### src/hw/cpu_pkg.sv
/* Shared package: default widths, word and register typedefs,
   opcode enum, control field types and instruction field positions */
`default_nettype none

package cpu_pkg;

   localparam int DATA_W   = 32;  // default word width
   localparam int NUM_REGS = 16;  // default register count

   typedef logic [DATA_W-1:0]           data_t;
   typedef logic [$clog2(NUM_REGS)-1:0] reg_idx_t;
   typedef logic [15:0]                 imm_t;

   // codes 9..15 are not assigned and behave as NOP
   typedef enum logic [3:0] {
      NOP  = 4'd0,
      ADD  = 4'd1,
      SUB  = 4'd2,
      AND  = 4'd3,
      OR   = 4'd4,
      XOR  = 4'd5,
      ADDI = 4'd6,  // rs0 + sign-extended imm
      LUI  = 4'd7,  // imm into upper half
      SLT  = 4'd8   // signed compare, 1 or 0
   } opcode_e;

   typedef logic [3:0] ex_ctrl_t;  // alu operation, same codes as opcode_e
   typedef logic       wb_ctrl_t;  // register write enable

   // instruction word layout, msb of each field
   // opcode, rd, rs0 and rs1 are 4 bits wide, imm takes the low 16
   localparam int OP_MSB  = 31;
   localparam int RD_MSB  = 27;
   localparam int RS0_MSB = 23;
   localparam int RS1_MSB = 19;
   localparam int IMM_MSB = 15;

endpackage

`default_nettype wire

### src/hw/alu_stage.sv
/* Execute stage ALU with immediate selection, result also feeds
   the younger forward path */
`timescale 1ns/1ps
`default_nettype none

module alu_stage
   import cpu_pkg::*;
#(
   parameter int DATA_W = cpu_pkg::DATA_W
) (
   input  wire  ex_ctrl_t ex_ctrl,
   input  wire  data_t    r_data_0,
   input  wire  data_t    r_data_1,
   input  wire  imm_t     imm,
   output data_t          result
);

   logic [DATA_W-1:0] imm_sext;
   logic [DATA_W-1:0] imm_upper;
   logic [DATA_W-1:0] op_b;     // second operand after imm select

   assign imm_sext  = {{(DATA_W-16){imm[15]}}, imm};
   assign imm_upper = {imm, {(DATA_W-16){1'b0}}};

   always_comb begin
      case (ex_ctrl)
         ADDI:    op_b = imm_sext;
         LUI:     op_b = imm_upper;
         default: op_b = r_data_1;
      endcase
   end

   always_comb begin
      case (ex_ctrl)
         ADD, ADDI: result = r_data_0 + op_b;
         SUB:       result = r_data_0 - op_b;
         AND:       result = r_data_0 & op_b;
         OR:        result = r_data_0 | op_b;
         XOR:       result = r_data_0 ^ op_b;
         LUI:       result = op_b;
         SLT: begin
            result = {{(DATA_W-1){1'b0}}, ($signed(r_data_0) < $signed(op_b))};
         end
         default:   result = '0;  // nop and unassigned codes
      endcase
   end

endmodule

`default_nettype wire

### src/hw/decode_stage.sv
/* Decode stage: field split, execute and writeback control,
   operand selection from the two forward sources and the register file */
`timescale 1ns/1ps
`default_nettype none

module decode_stage
   import cpu_pkg::*;
#(
   parameter int DATA_W = cpu_pkg::DATA_W
) (
   input  wire  data_t    instr,
   input  wire            instr_valid,
   output reg_idx_t       rf_addr_0,
   output reg_idx_t       rf_addr_1,
   input  wire  data_t    rf_data_0,
   input  wire  data_t    rf_data_1,
   input  wire  wb_ctrl_t ex_wr_en,   // younger source, id/ex buffer
   input  wire  reg_idx_t ex_rd,
   input  wire  data_t    ex_result,
   input  wire  wb_ctrl_t wb_wr_en,   // older source, ex/wb buffer
   input  wire  reg_idx_t wb_rd,
   input  wire  data_t    wb_data,
   output ex_ctrl_t       ex_ctrl,
   output wb_ctrl_t       wb_ctrl,
   output reg_idx_t       rd,
   output imm_t           imm,
   output data_t          r_data_0,
   output data_t          r_data_1
);

   opcode_e op;
   logic    known;  // one of the assigned operations

   assign op        = opcode_e'(instr[OP_MSB -: 4]);
   assign rd        = instr[RD_MSB -: 4];
   assign rf_addr_0 = instr[RS0_MSB -: 4];
   assign rf_addr_1 = instr[RS1_MSB -: 4];
   assign imm       = instr[IMM_MSB:0];

   always_comb begin
      case (op)
         ADD, SUB, AND, OR, XOR, ADDI, LUI, SLT: known = 1'b1;
         default:                                known = 1'b0;
      endcase
   end

   // invalid input or unknown code becomes a bubble
   assign ex_ctrl = (instr_valid && known) ? ex_ctrl_t'(op) : ex_ctrl_t'(NOP);
   assign wb_ctrl = instr_valid && known && (rd != '0);

   // youngest producer wins, r0 is always zero
   function automatic logic [DATA_W-1:0] pick_operand(
      input reg_idx_t          src,
      input logic [DATA_W-1:0] rf_val
   );
      if (src == '0) begin
         return '0;
      end
      if (ex_wr_en && (ex_rd == src)) begin
         return ex_result;
      end
      if (wb_wr_en && (wb_rd == src)) begin
         return wb_data;
      end
      return rf_val;
   endfunction

   always_comb begin
      r_data_0 = pick_operand(rf_addr_0, rf_data_0);
      r_data_1 = pick_operand(rf_addr_1, rf_data_1);
   end

endmodule

`default_nettype wire

### src/hw/ex_wb_buffer.sv
/* Execute/writeback stage register, drives the writeback port,
   the register file write and the older forward source */
`timescale 1ns/1ps
`default_nettype none

module ex_wb_buffer
   import cpu_pkg::*;
(
   input  wire            clk,
   input  wire            rst,
   input  wire            stall,
   input  wire  wb_ctrl_t wb_ctrl,
   input  wire  reg_idx_t rd,
   input  wire  data_t    result,
   output logic           out_valid,
   output reg_idx_t       out_rd,
   output data_t          out_data
);

   always_ff @(posedge clk or negedge rst) begin
      if (!rst) begin
         out_valid <= 1'b0;
      end else if (!stall) begin
         out_valid <= wb_ctrl;
      end
   end

   // held while stalled, so the port stays stable until accepted
   always_ff @(posedge clk) begin
      if (!stall) begin
         out_rd   <= rd;
         out_data <= result;
      end
   end

endmodule

`default_nettype wire

### src/hw/id_ex_buffer.sv
/* Decode/execute stage register, holds under stall,
   resets to a no-write bubble */
`timescale 1ns/1ps
`default_nettype none

module id_ex_buffer
   import cpu_pkg::*;
(
   input  wire            clk,
   input  wire            rst,
   input  wire            stall,
   input  wire  ex_ctrl_t ex_ctrl,
   input  wire  wb_ctrl_t wb_ctrl,
   input  wire  reg_idx_t rd,
   input  wire  imm_t     imm,
   input  wire  data_t    r_data_0,
   input  wire  data_t    r_data_1,
   output ex_ctrl_t       ex_ctrl_saved,
   output wb_ctrl_t       wb_ctrl_saved,  // also the younger forward enable
   output reg_idx_t       rd_saved,       // also the younger forward tag
   output imm_t           imm_saved,
   output data_t          r_data_0_out,
   output data_t          r_data_1_out
);

   // control fields
   always_ff @(posedge clk or negedge rst) begin
      if (!rst) begin
         ex_ctrl_saved <= ex_ctrl_t'(NOP);
         wb_ctrl_saved <= 1'b0;  // no write
      end else if (!stall) begin
         ex_ctrl_saved <= ex_ctrl;
         wb_ctrl_saved <= wb_ctrl;
      end
   end

   // payload only matters when wb_ctrl_saved is set
   always_ff @(posedge clk) begin
      if (!stall) begin
         rd_saved     <= rd;
         imm_saved    <= imm;
         r_data_0_out <= r_data_0;
         r_data_1_out <= r_data_1;
      end
   end

endmodule

`default_nettype wire

### src/hw/pipeline_top.sv
/* Pipeline top level: register file, decode, id/ex buffer, alu,
   ex/wb buffer, global stall and input ready */
`timescale 1ns/1ps
`default_nettype none

module pipeline_top
   import cpu_pkg::*;
#(
   parameter int DATA_W   = cpu_pkg::DATA_W,
   parameter int NUM_REGS = cpu_pkg::NUM_REGS
) (
   input  wire            clk,
   input  wire            rst,
   input  wire            in_valid,
   output logic           in_ready,
   input  wire  data_t    in_instr,
   output logic           out_valid,
   input  wire            out_ready,
   output reg_idx_t       out_rd,
   output data_t          out_data
);

   logic     stall;
   logic     wb_fire;
   reg_idx_t rf_addr_0, rf_addr_1;
   data_t    rf_data_0, rf_data_1;

   ex_ctrl_t dec_ex_ctrl;
   wb_ctrl_t dec_wb_ctrl;
   reg_idx_t dec_rd;
   imm_t     dec_imm;
   data_t    dec_data_0, dec_data_1;

   ex_ctrl_t ex_ctrl;
   wb_ctrl_t ex_wr_en;
   reg_idx_t ex_rd;
   imm_t     ex_imm;
   data_t    ex_data_0, ex_data_1;
   data_t    alu_result;

   assign stall    = out_valid & ~out_ready;  // result held at the port
   assign in_ready = ~stall;
   assign wb_fire  = out_valid & out_ready;

   reg_file #(.NUM_REGS(NUM_REGS), .DATA_W(DATA_W)) u_rf (
      .clk(clk), .rst(rst),
      .rd_addr_0(rf_addr_0), .rd_addr_1(rf_addr_1),
      .rd_data_0(rf_data_0), .rd_data_1(rf_data_1),
      .wr_en(wb_fire), .wr_addr(out_rd), .wr_data(out_data)
   );

   decode_stage #(.DATA_W(DATA_W)) u_dec (
      .instr(in_instr), .instr_valid(in_valid & in_ready),
      .rf_addr_0(rf_addr_0), .rf_addr_1(rf_addr_1),
      .rf_data_0(rf_data_0), .rf_data_1(rf_data_1),
      .ex_wr_en(ex_wr_en), .ex_rd(ex_rd), .ex_result(alu_result),
      .wb_wr_en(out_valid), .wb_rd(out_rd), .wb_data(out_data),
      .ex_ctrl(dec_ex_ctrl), .wb_ctrl(dec_wb_ctrl), .rd(dec_rd), .imm(dec_imm),
      .r_data_0(dec_data_0), .r_data_1(dec_data_1)
   );

   id_ex_buffer u_id_ex (
      .clk(clk), .rst(rst), .stall(stall),
      .ex_ctrl(dec_ex_ctrl), .wb_ctrl(dec_wb_ctrl), .rd(dec_rd), .imm(dec_imm),
      .r_data_0(dec_data_0), .r_data_1(dec_data_1),
      .ex_ctrl_saved(ex_ctrl), .wb_ctrl_saved(ex_wr_en), .rd_saved(ex_rd),
      .imm_saved(ex_imm), .r_data_0_out(ex_data_0), .r_data_1_out(ex_data_1)
   );

   alu_stage #(.DATA_W(DATA_W)) u_alu (
      .ex_ctrl(ex_ctrl), .r_data_0(ex_data_0), .r_data_1(ex_data_1),
      .imm(ex_imm), .result(alu_result)
   );

   ex_wb_buffer u_ex_wb (
      .clk(clk), .rst(rst), .stall(stall),
      .wb_ctrl(ex_wr_en), .rd(ex_rd), .result(alu_result),
      .out_valid(out_valid), .out_rd(out_rd), .out_data(out_data)
   );

endmodule

`default_nettype wire

### src/hw/reg_file.sv
/* Register file with two combinational read ports and one write port,
   register 0 reads as zero */
`timescale 1ns/1ps
`default_nettype none

module reg_file
   import cpu_pkg::*;
#(
   parameter int NUM_REGS = cpu_pkg::NUM_REGS,
   parameter int DATA_W   = cpu_pkg::DATA_W
) (
   input  wire            clk,
   input  wire            rst,
   input  wire  reg_idx_t rd_addr_0,
   input  wire  reg_idx_t rd_addr_1,
   output data_t          rd_data_0,
   output data_t          rd_data_1,
   input  wire            wr_en,
   input  wire  reg_idx_t wr_addr,
   input  wire  data_t    wr_data
);

   logic [DATA_W-1:0] regs [NUM_REGS];

   always_ff @(posedge clk or negedge rst) begin
      if (!rst) begin
         for (int i = 0; i < NUM_REGS; i++) begin
            regs[i] <= '0;
         end
      end else if (wr_en && (wr_addr != '0)) begin  // r0 never written
         regs[wr_addr] <= wr_data;
      end
   end

   // no internal bypass, the forward paths in decode cover it
   assign rd_data_0 = (rd_addr_0 == '0) ? '0 : regs[rd_addr_0];
   assign rd_data_1 = (rd_addr_1 == '0) ? '0 : regs[rd_addr_1];

endmodule

`default_nettype wire

### config.mk
export PLATFORM = sky130hd
export DESIGN_NAME = pipeline_top
export DESIGN_NICKNAME = d
export VERILOG_FILES = /design/src/hw/cpu_pkg.sv /design/src/hw/alu_stage.sv /design/src/hw/decode_stage.sv /design/src/hw/ex_wb_buffer.sv /design/src/hw/id_ex_buffer.sv /design/src/hw/pipeline_top.sv /design/src/hw/reg_file.sv
export SDC_FILE = /design/constraint.sdc
export NUM_CORES = 1
export LEC_CHECK = 0
export BUFFER_PORTS_ARGS = -buffer_cell sky130_fd_sc_hd__buf_4
export CORE_MARGIN = 5
export CORE_UTILIZATION = 50
export DETAILED_ROUTE_END_ITERATION = 8
export HOLD_SLACK_MARGIN = 0.03
export PLACE_DENSITY = 0.64
export REMOVE_ABC_BUFFERS = 1
export SLEW_MARGIN = 15
export SYNTH_ARGS = -nofsm -noshare
export SYNTH_HDL_FRONTEND = slang
export SYNTH_SLANG_ARGS = --single-unit
### constraint.sdc
create_clock -name clk -period 6.7 [get_ports clk]
set_input_delay 1.34 -clock clk [delete_from_list [all_inputs] [get_ports clk]]
set_output_delay 1.34 -clock clk [all_outputs]
set_load 0.02 [all_outputs]
# --- Word-level counts from Yosys, hierarchy flattened ---
# Memories as Yosys holds them, arrays and structs flattened.
# Cells that the tools add are included.
word_totals:
  input_bits: 36
  rom_bits: 16
  mem_count: 1
  output_inout_bits: 38
  regBits: 638
  word_cells: 107
memory_table:
  columns: ["name", "depth", "word_bits", "read_ports", "rd_ports_with_merged_regs", "write_ports", "line_no", "text"]
  rows:
  - ["(name not given)", 16, 1, 1, 0, 0, "decode_stage.sv:41", "case (op)"]
classes:
  muxes: 38
  add_sub_neg: 2
  reduce_logical: 13
  bitwise: 11
  n_eq_ne: 12
  order_cmp: 5
ops:
  columns: ["op", "count"]
  rows:
  - ["$mux W32", 19]
  - ["$bwmux W512", 1]
  - ["$bmux W32 S4", 2]
  - ["$pmux W32 S7", 1]
  - ["$demux W32 S4", 1]
  - ["$pmux W32 S2", 1]
  - ["$add A32 B32 Y32", 1]
  - ["$and A32 B32 Y32", 1]
  - ["$lt A32 B32 Y1", 1]
  - ["$or A32 B32 Y32", 1]
  - ["$sub A32 B32 Y32", 1]
  - ["$xor A32 B32 Y32", 1]
  - ["$eq A4 B3 Y1 const B", 4]
  - ["$eq A4 B4 Y1", 4]
  - ["$ge A5 B5 Y1 const B", 3]
  - ["$not A4 Y5", 3]
  - ["$mux W1", 12]
  - ["$eq A4 B2 Y1 const B", 2]
  - ["$logic_and A1 B1 Y1", 8]
  - ["$logic_not A4 Y1", 2]
  - ["$reduce_bool A4 Y1", 2]
  - ["$lt A5 B1 Y1 const B", 1]
  - ["$eq A4 B1 Y1 const B", 1]
  - ["$eq A4 B4 Y1 const B", 1]
  - ["other kinds (4)", 7]

# --- Longest topological paths before layout ---
logic_depth:
  ltp_word: 9
  depth_mapped: 17
  depth_no_buf: 15

# --- Cells and area by module ---
# From an unflattened synthesis, not the netlist that was laid out.
unflattened:
  hier_cells: 3218
  hier_area_um2: 38232.9
by_module_without_submodules:
  columns: ["module", "cells_per_inst", "area_each_um2", "seq_area_each_um2", "n_inst"]
  rows:
  - ["reg_file", 1766, 25694.6, 12036.5, 1]
  - ["alu_stage", 914, 5710.5, 0.0, 1]
  - ["decode_stage", 399, 2931.6, 0.0, 1]
  - ["id_ex_buffer", 96, 2737.6, 2647.5, 1]
  - ["ex_wb_buffer", 39, 1124.8, 1106.1, 1]
  - ["pipeline_top", 4, 33.8, 0.0, 1]

# --- Least setup slack after synthesis ---
# OpenSTA, ideal clock, no wires.
synth_timing:
  kind: "in2out"
  from: "input port out_ready"
  to: "output port in_ready"
  arrival_time_ns: 3.891
  setup_slack_ns: 1.469
  stages: 2
  t_required_ns: 5.360
  path_buffers: 0
  path_cell_list: "nor2b_1 -> inv_1"
synth_between:
  elab_chain_cells: 3
synth_lines:
  columns: ["item", "line_no", "text"]
  rows:
  - ["from (decl)", "pipeline_top.sv:18", "input wire out_ready,"]
  - ["$not A1 Y1", "pipeline_top.sv:41", "assign stall = out_valid & ~out_ready;"]
  - ["$and A1 B1 Y1", "pipeline_top.sv:41", null]
  - ["$not A1 Y1", "pipeline_top.sv:42", "assign in_ready = ~stall;"]
  - ["to (decl)", "pipeline_top.sv:15", "output logic in_ready,"]
# No other way between the ends.

# --- Worst setup path after layout ---
layout_timing:
  from: "register u_id_ex.ex_ctrl_saved[3]"
  to: "register u_id_ex.r_data_1_out[25], data pin"
layout_between:
  elab_chain_cells: 9
  elab_cells_between_ends: 21
  cone_classes: "add/sub: 2; eq/ne: 8; mux: 7; bitwise: 3; reduce/logical: 1"
layout_lines:
  columns: ["item", "line_no", "text"]
  rows:
  - ["from (decl)", "id_ex_buffer.sv:18", "output ex_ctrl_t ex_ctrl_saved,"]
  - ["from (signal assigned)", "id_ex_buffer.sv:29", "ex_ctrl_saved <= ex_ctrl_t'(NOP);"]
  - ["from (signal assigned)", "id_ex_buffer.sv:32", "ex_ctrl_saved <= ex_ctrl;"]
  - ["$eq A4 B3 Y1", "alu_stage.sv:26, alu_stage.sv:34", null]
  - ["$pmux W32 S2", "alu_stage.sv:26", "case (ex_ctrl)"]
  - ["$sub A32 B32 Y32, or another cell as far along", "alu_stage.sv:36", "SUB: result = r_data_0 - op_b;"]
  - ["$pmux W32 S7 *", "alu_stage.sv:34", "case (ex_ctrl)"]
  - ["$mux W32 *", "decode_stage.sv:59", "if (ex_wr_en && (ex_rd == src)) begin"]
  - ["$mux W32", "decode_stage.sv:62", "if (wb_wr_en && (wb_rd == src)) begin"]
  - ["$mux W32", "decode_stage.sv:65", "return rf_val;"]
  - ["$mux W32 *", "decode_stage.sv:62", null]
  - ["$mux W32 *", "decode_stage.sv:59", null]
  - ["to (signal assigned)", "id_ex_buffer.sv:43", "r_data_1_out <= r_data_1;"]
  - ["to (decl)", "id_ex_buffer.sv:23", "output data_t r_data_1_out"]
# Every way passes the cells marked *; elsewhere a longest branch is shown, timed or not.
# A chain may end at the register's enable or synchronous reset.

==> flow_summary.toml <==
[clock_tree]
numCtsBuffers = 72
cts_tree = "built"
cts_sinks = 638
cts-root-buf = "clkbuf_16"
cts_resized = 0
clkTransAtPathRegs_ps = 60
post_cts_buffers = 0
cts.path.max_buffers = 3
htree_levels = 3
cts_hold_buf = 0
clk_latency_ps = 650

[placement]
gp_congestion = 1.01
dp_hpwl_um = 79500
port_buffers = 73
dp.cells = 3734

[timing]
fin_hold_ws_ps = 392
max-slew-margin-rel_pct = 17.8
slew_violations = 0
worst_pin_slew_ps = 1230
max_freq_mhz = 191
finalCritPeriodShare_pct = 78.2
setup_viol = 0
hold_viol = 0
grt_setup_unrepaired = "false"
period_needed_ps = 5240
setup_tns_ps = 0
fin_skew_ps = 43.1

[global_route]
grt_pass1_wl_um = 184000
grt_pass1_vias = 27100
grt-ovfl-total = 0
grt_max_degree = 150
antenna_found_initial = 4
grt_usage_pct = 30.2

[critical_path]
cp-startpoint = "u_id_ex.ex_ctrl_saved[3]"
regToRegSetupSlack_ps = 1460
worstReg2RegStart = "u_id_ex.ex_ctrl_saved[3]"
startpoint_type = "flip-flop"
crit_fanout = 36
crit_path_end_kind = "flip-flop"
worstSetupPathType = "reg2reg"
crit_required_ps = 7050
crit_arrival_ps = 5590

[detailed_routing]
vias = 26200
drtPass1Iterations = 5
via_per_inst = 6.79
route.met2.wl_um = 56500
drtAntennaViolNets = 0
drc = 0
routed_wirelength_um = 123000
wl_met1_um = 51800
wl_per_cell_um = 31.8
drtIter0Drc = 2843
top_layer = "met5"
wl_met3_um = 10300

[floorplanning]
start_util_pct = 50.3
fp.dieH_um = 286
ios = 74
fp-row-count = 101
core_um2 = 75800
die_w_um = 286
dieArea_um2 = 81800

[power_and_ir_drop]
total_power_mw = 17.3
powerDensity_nw_per_um2 = 413
leakage_nw = 18.2
peakVddDrop_v = 0.000179

[logic_synthesis]
synth.top_cell.area_share_pct = 34.0
async_flop_share_pct = 81.2
synthCells = 2902
synth.avg_cell_area_um2 = 13.1
yosysUniqueCellTypes = 85
synth-warning-count = 0
synth-main-ff-cell = "dfrtp_1"
syn-cell-area_um2 = 38100
synth_largest_area_cell = "dfrtp_1"
synthTopCellsByArea = "dfrtp_1 34%, mux4_2 19%, mux2_2 15%, edfxtp_1 9.5%, ha_1 3.9%"
seq_area_frac_synth_pct = 43.5
ys_ff_latch = 638
synth_edf_count = 120

[finish]
layout.nets = 2987
final_common_cell = "dfrtp_1"
final_cell_mix = "518 x dfrtp_1, 504 x mux2_2, 320 x mux4_2"
drive_gt1_share_pct = 38.3
regArea_um2 = 16600
multi_input_area_um2 = 20200
syn2layout_area_growth_pct = 10.0
fin_cells = 3866
final.fill_count = 6199

[run]
drv_cap = 0

[run_status]
outcome = "finished, final reports clean"

[min_path]
hold_class = "reg2reg"
hp-start = "u_rf.regs[501]"
cell usage after synthesis (13+ instances only):
| library cell | n |
|---|---|
| dfrtp_1 | 518 |
| mux2_2 | 504 |
| mux4_2 | 320 |
| clkbuf_1 | 207 |
| nand2_1 | 128 |
| a21oi_1 | 122 |
| edfxtp_1 | 120 |
| ha_1 | 119 |
| inv_1 | 108 |
| nor2_1 | 106 |
| o21ai_0 | 86 |
| a211oi_1 | 50 |
| buf_2 | 39 |
| mux2i_1 | 30 |
| buf_1 | 29 |
| o21ai_1 | 29 |
| nor2b_1 | 27 |
| nor3_1 | 24 |
| nand2b_1 | 22 |
| nand3_1 | 20 |
| a31oi_1 | 19 |
| a21o_1 | 16 |
| o211ai_1 | 16 |
| o21a_1 | 14 |
| xor2_1 | 13 |
sequential cells by signal, indices dropped and copies added, names as in the netlist, 4 cells and up:
name                   cells
u_rf.regs                512
u_id_ex.imm_saved         16
u_id_ex.rd_saved           4
u_ex_wb.out_data          32
u_id_ex.r_data_1_out      32
u_id_ex.ex_ctrl_saved      4
u_id_ex.r_data_0_out      32
u_ex_wb.out_rd             4
per-layer routing:
metal | up-vias | GRT usage, %
met2 | 1207 | 46.3
li1 | 10900 | -
met1 | 13900 | 43.7
met3 | 247 | 6.08
met5 | - | 0
met4 | 2 | 9.68
per-stage QoR:
step	instance area, µm²	utilization, %	setup WS, ps
3_5_place_dp	39500	52.1	1550
5_1_grt	41900	55.3	1250
3_3_place_gp	39500	52.1	1520
6_report	41900	55.3	1460
4_1_cts	41900	55.3	1530
2_1_floorplan	37000	-	104
power breakdown:
group | internal, mW | switching [mW]
registers | 5.37 | 1.36
clock network | 2.36 | 1.71
logic | 3.10 | 3.43
path summary, 6_finish.rpt:
check / depth (start not counted) / end
setup / recovery: 14 / u_id_ex.r_data_1_out[25]
hold / removal: 0 / u_rf.regs[501]
setup reg to reg: 14 / u_id_ex.r_data_1_out[25]
hold reg to reg: 0 / u_rf.regs[501]
max in group asynchronous: 2 / u_rf.regs[253]
min in group asynchronous: 1 / u_rf.regs[309]
cells by family after synthesis:
| kind of cell | share of synthesized area, % |
|---|---|
| AND/OR/NAND/NOR | 5.15 |
| flip-flops | 43.5 |
| multiplexers | 34.7 |
| AO/OA/AOI/OAI | 8.13 |
| XOR/XNOR | 0.552 |
| buffers and inverters | 3.97 |
| adder cells (fa/ha/maj) | 4.01 |
critical path: stages (launching register included):
cell and delay [ps]:
dfrtp_1 500, nand3b_1 230, buf_4 270, o21ai_0 480, inv_1 140, ha_1 570
nor4_1 640, nand3_1 160, a21oi_1 320, nor4b_2 150, or4_1 630, a21oi_1 250
mux2i_1 110, a211oi_1 350, a21oi_1 130
area by class of cell:
type	count	area share, %
repair buffers	132	2.64
well taps	978	2.92
flip-flops and latches	638	39.5
clock buffers	103	4.89
clock inverters	28	0.952
inverters	109	0.988
diodes	1	0.00597
multi-input cells	1877	48.1
Power figures use the tool's default switching activity.
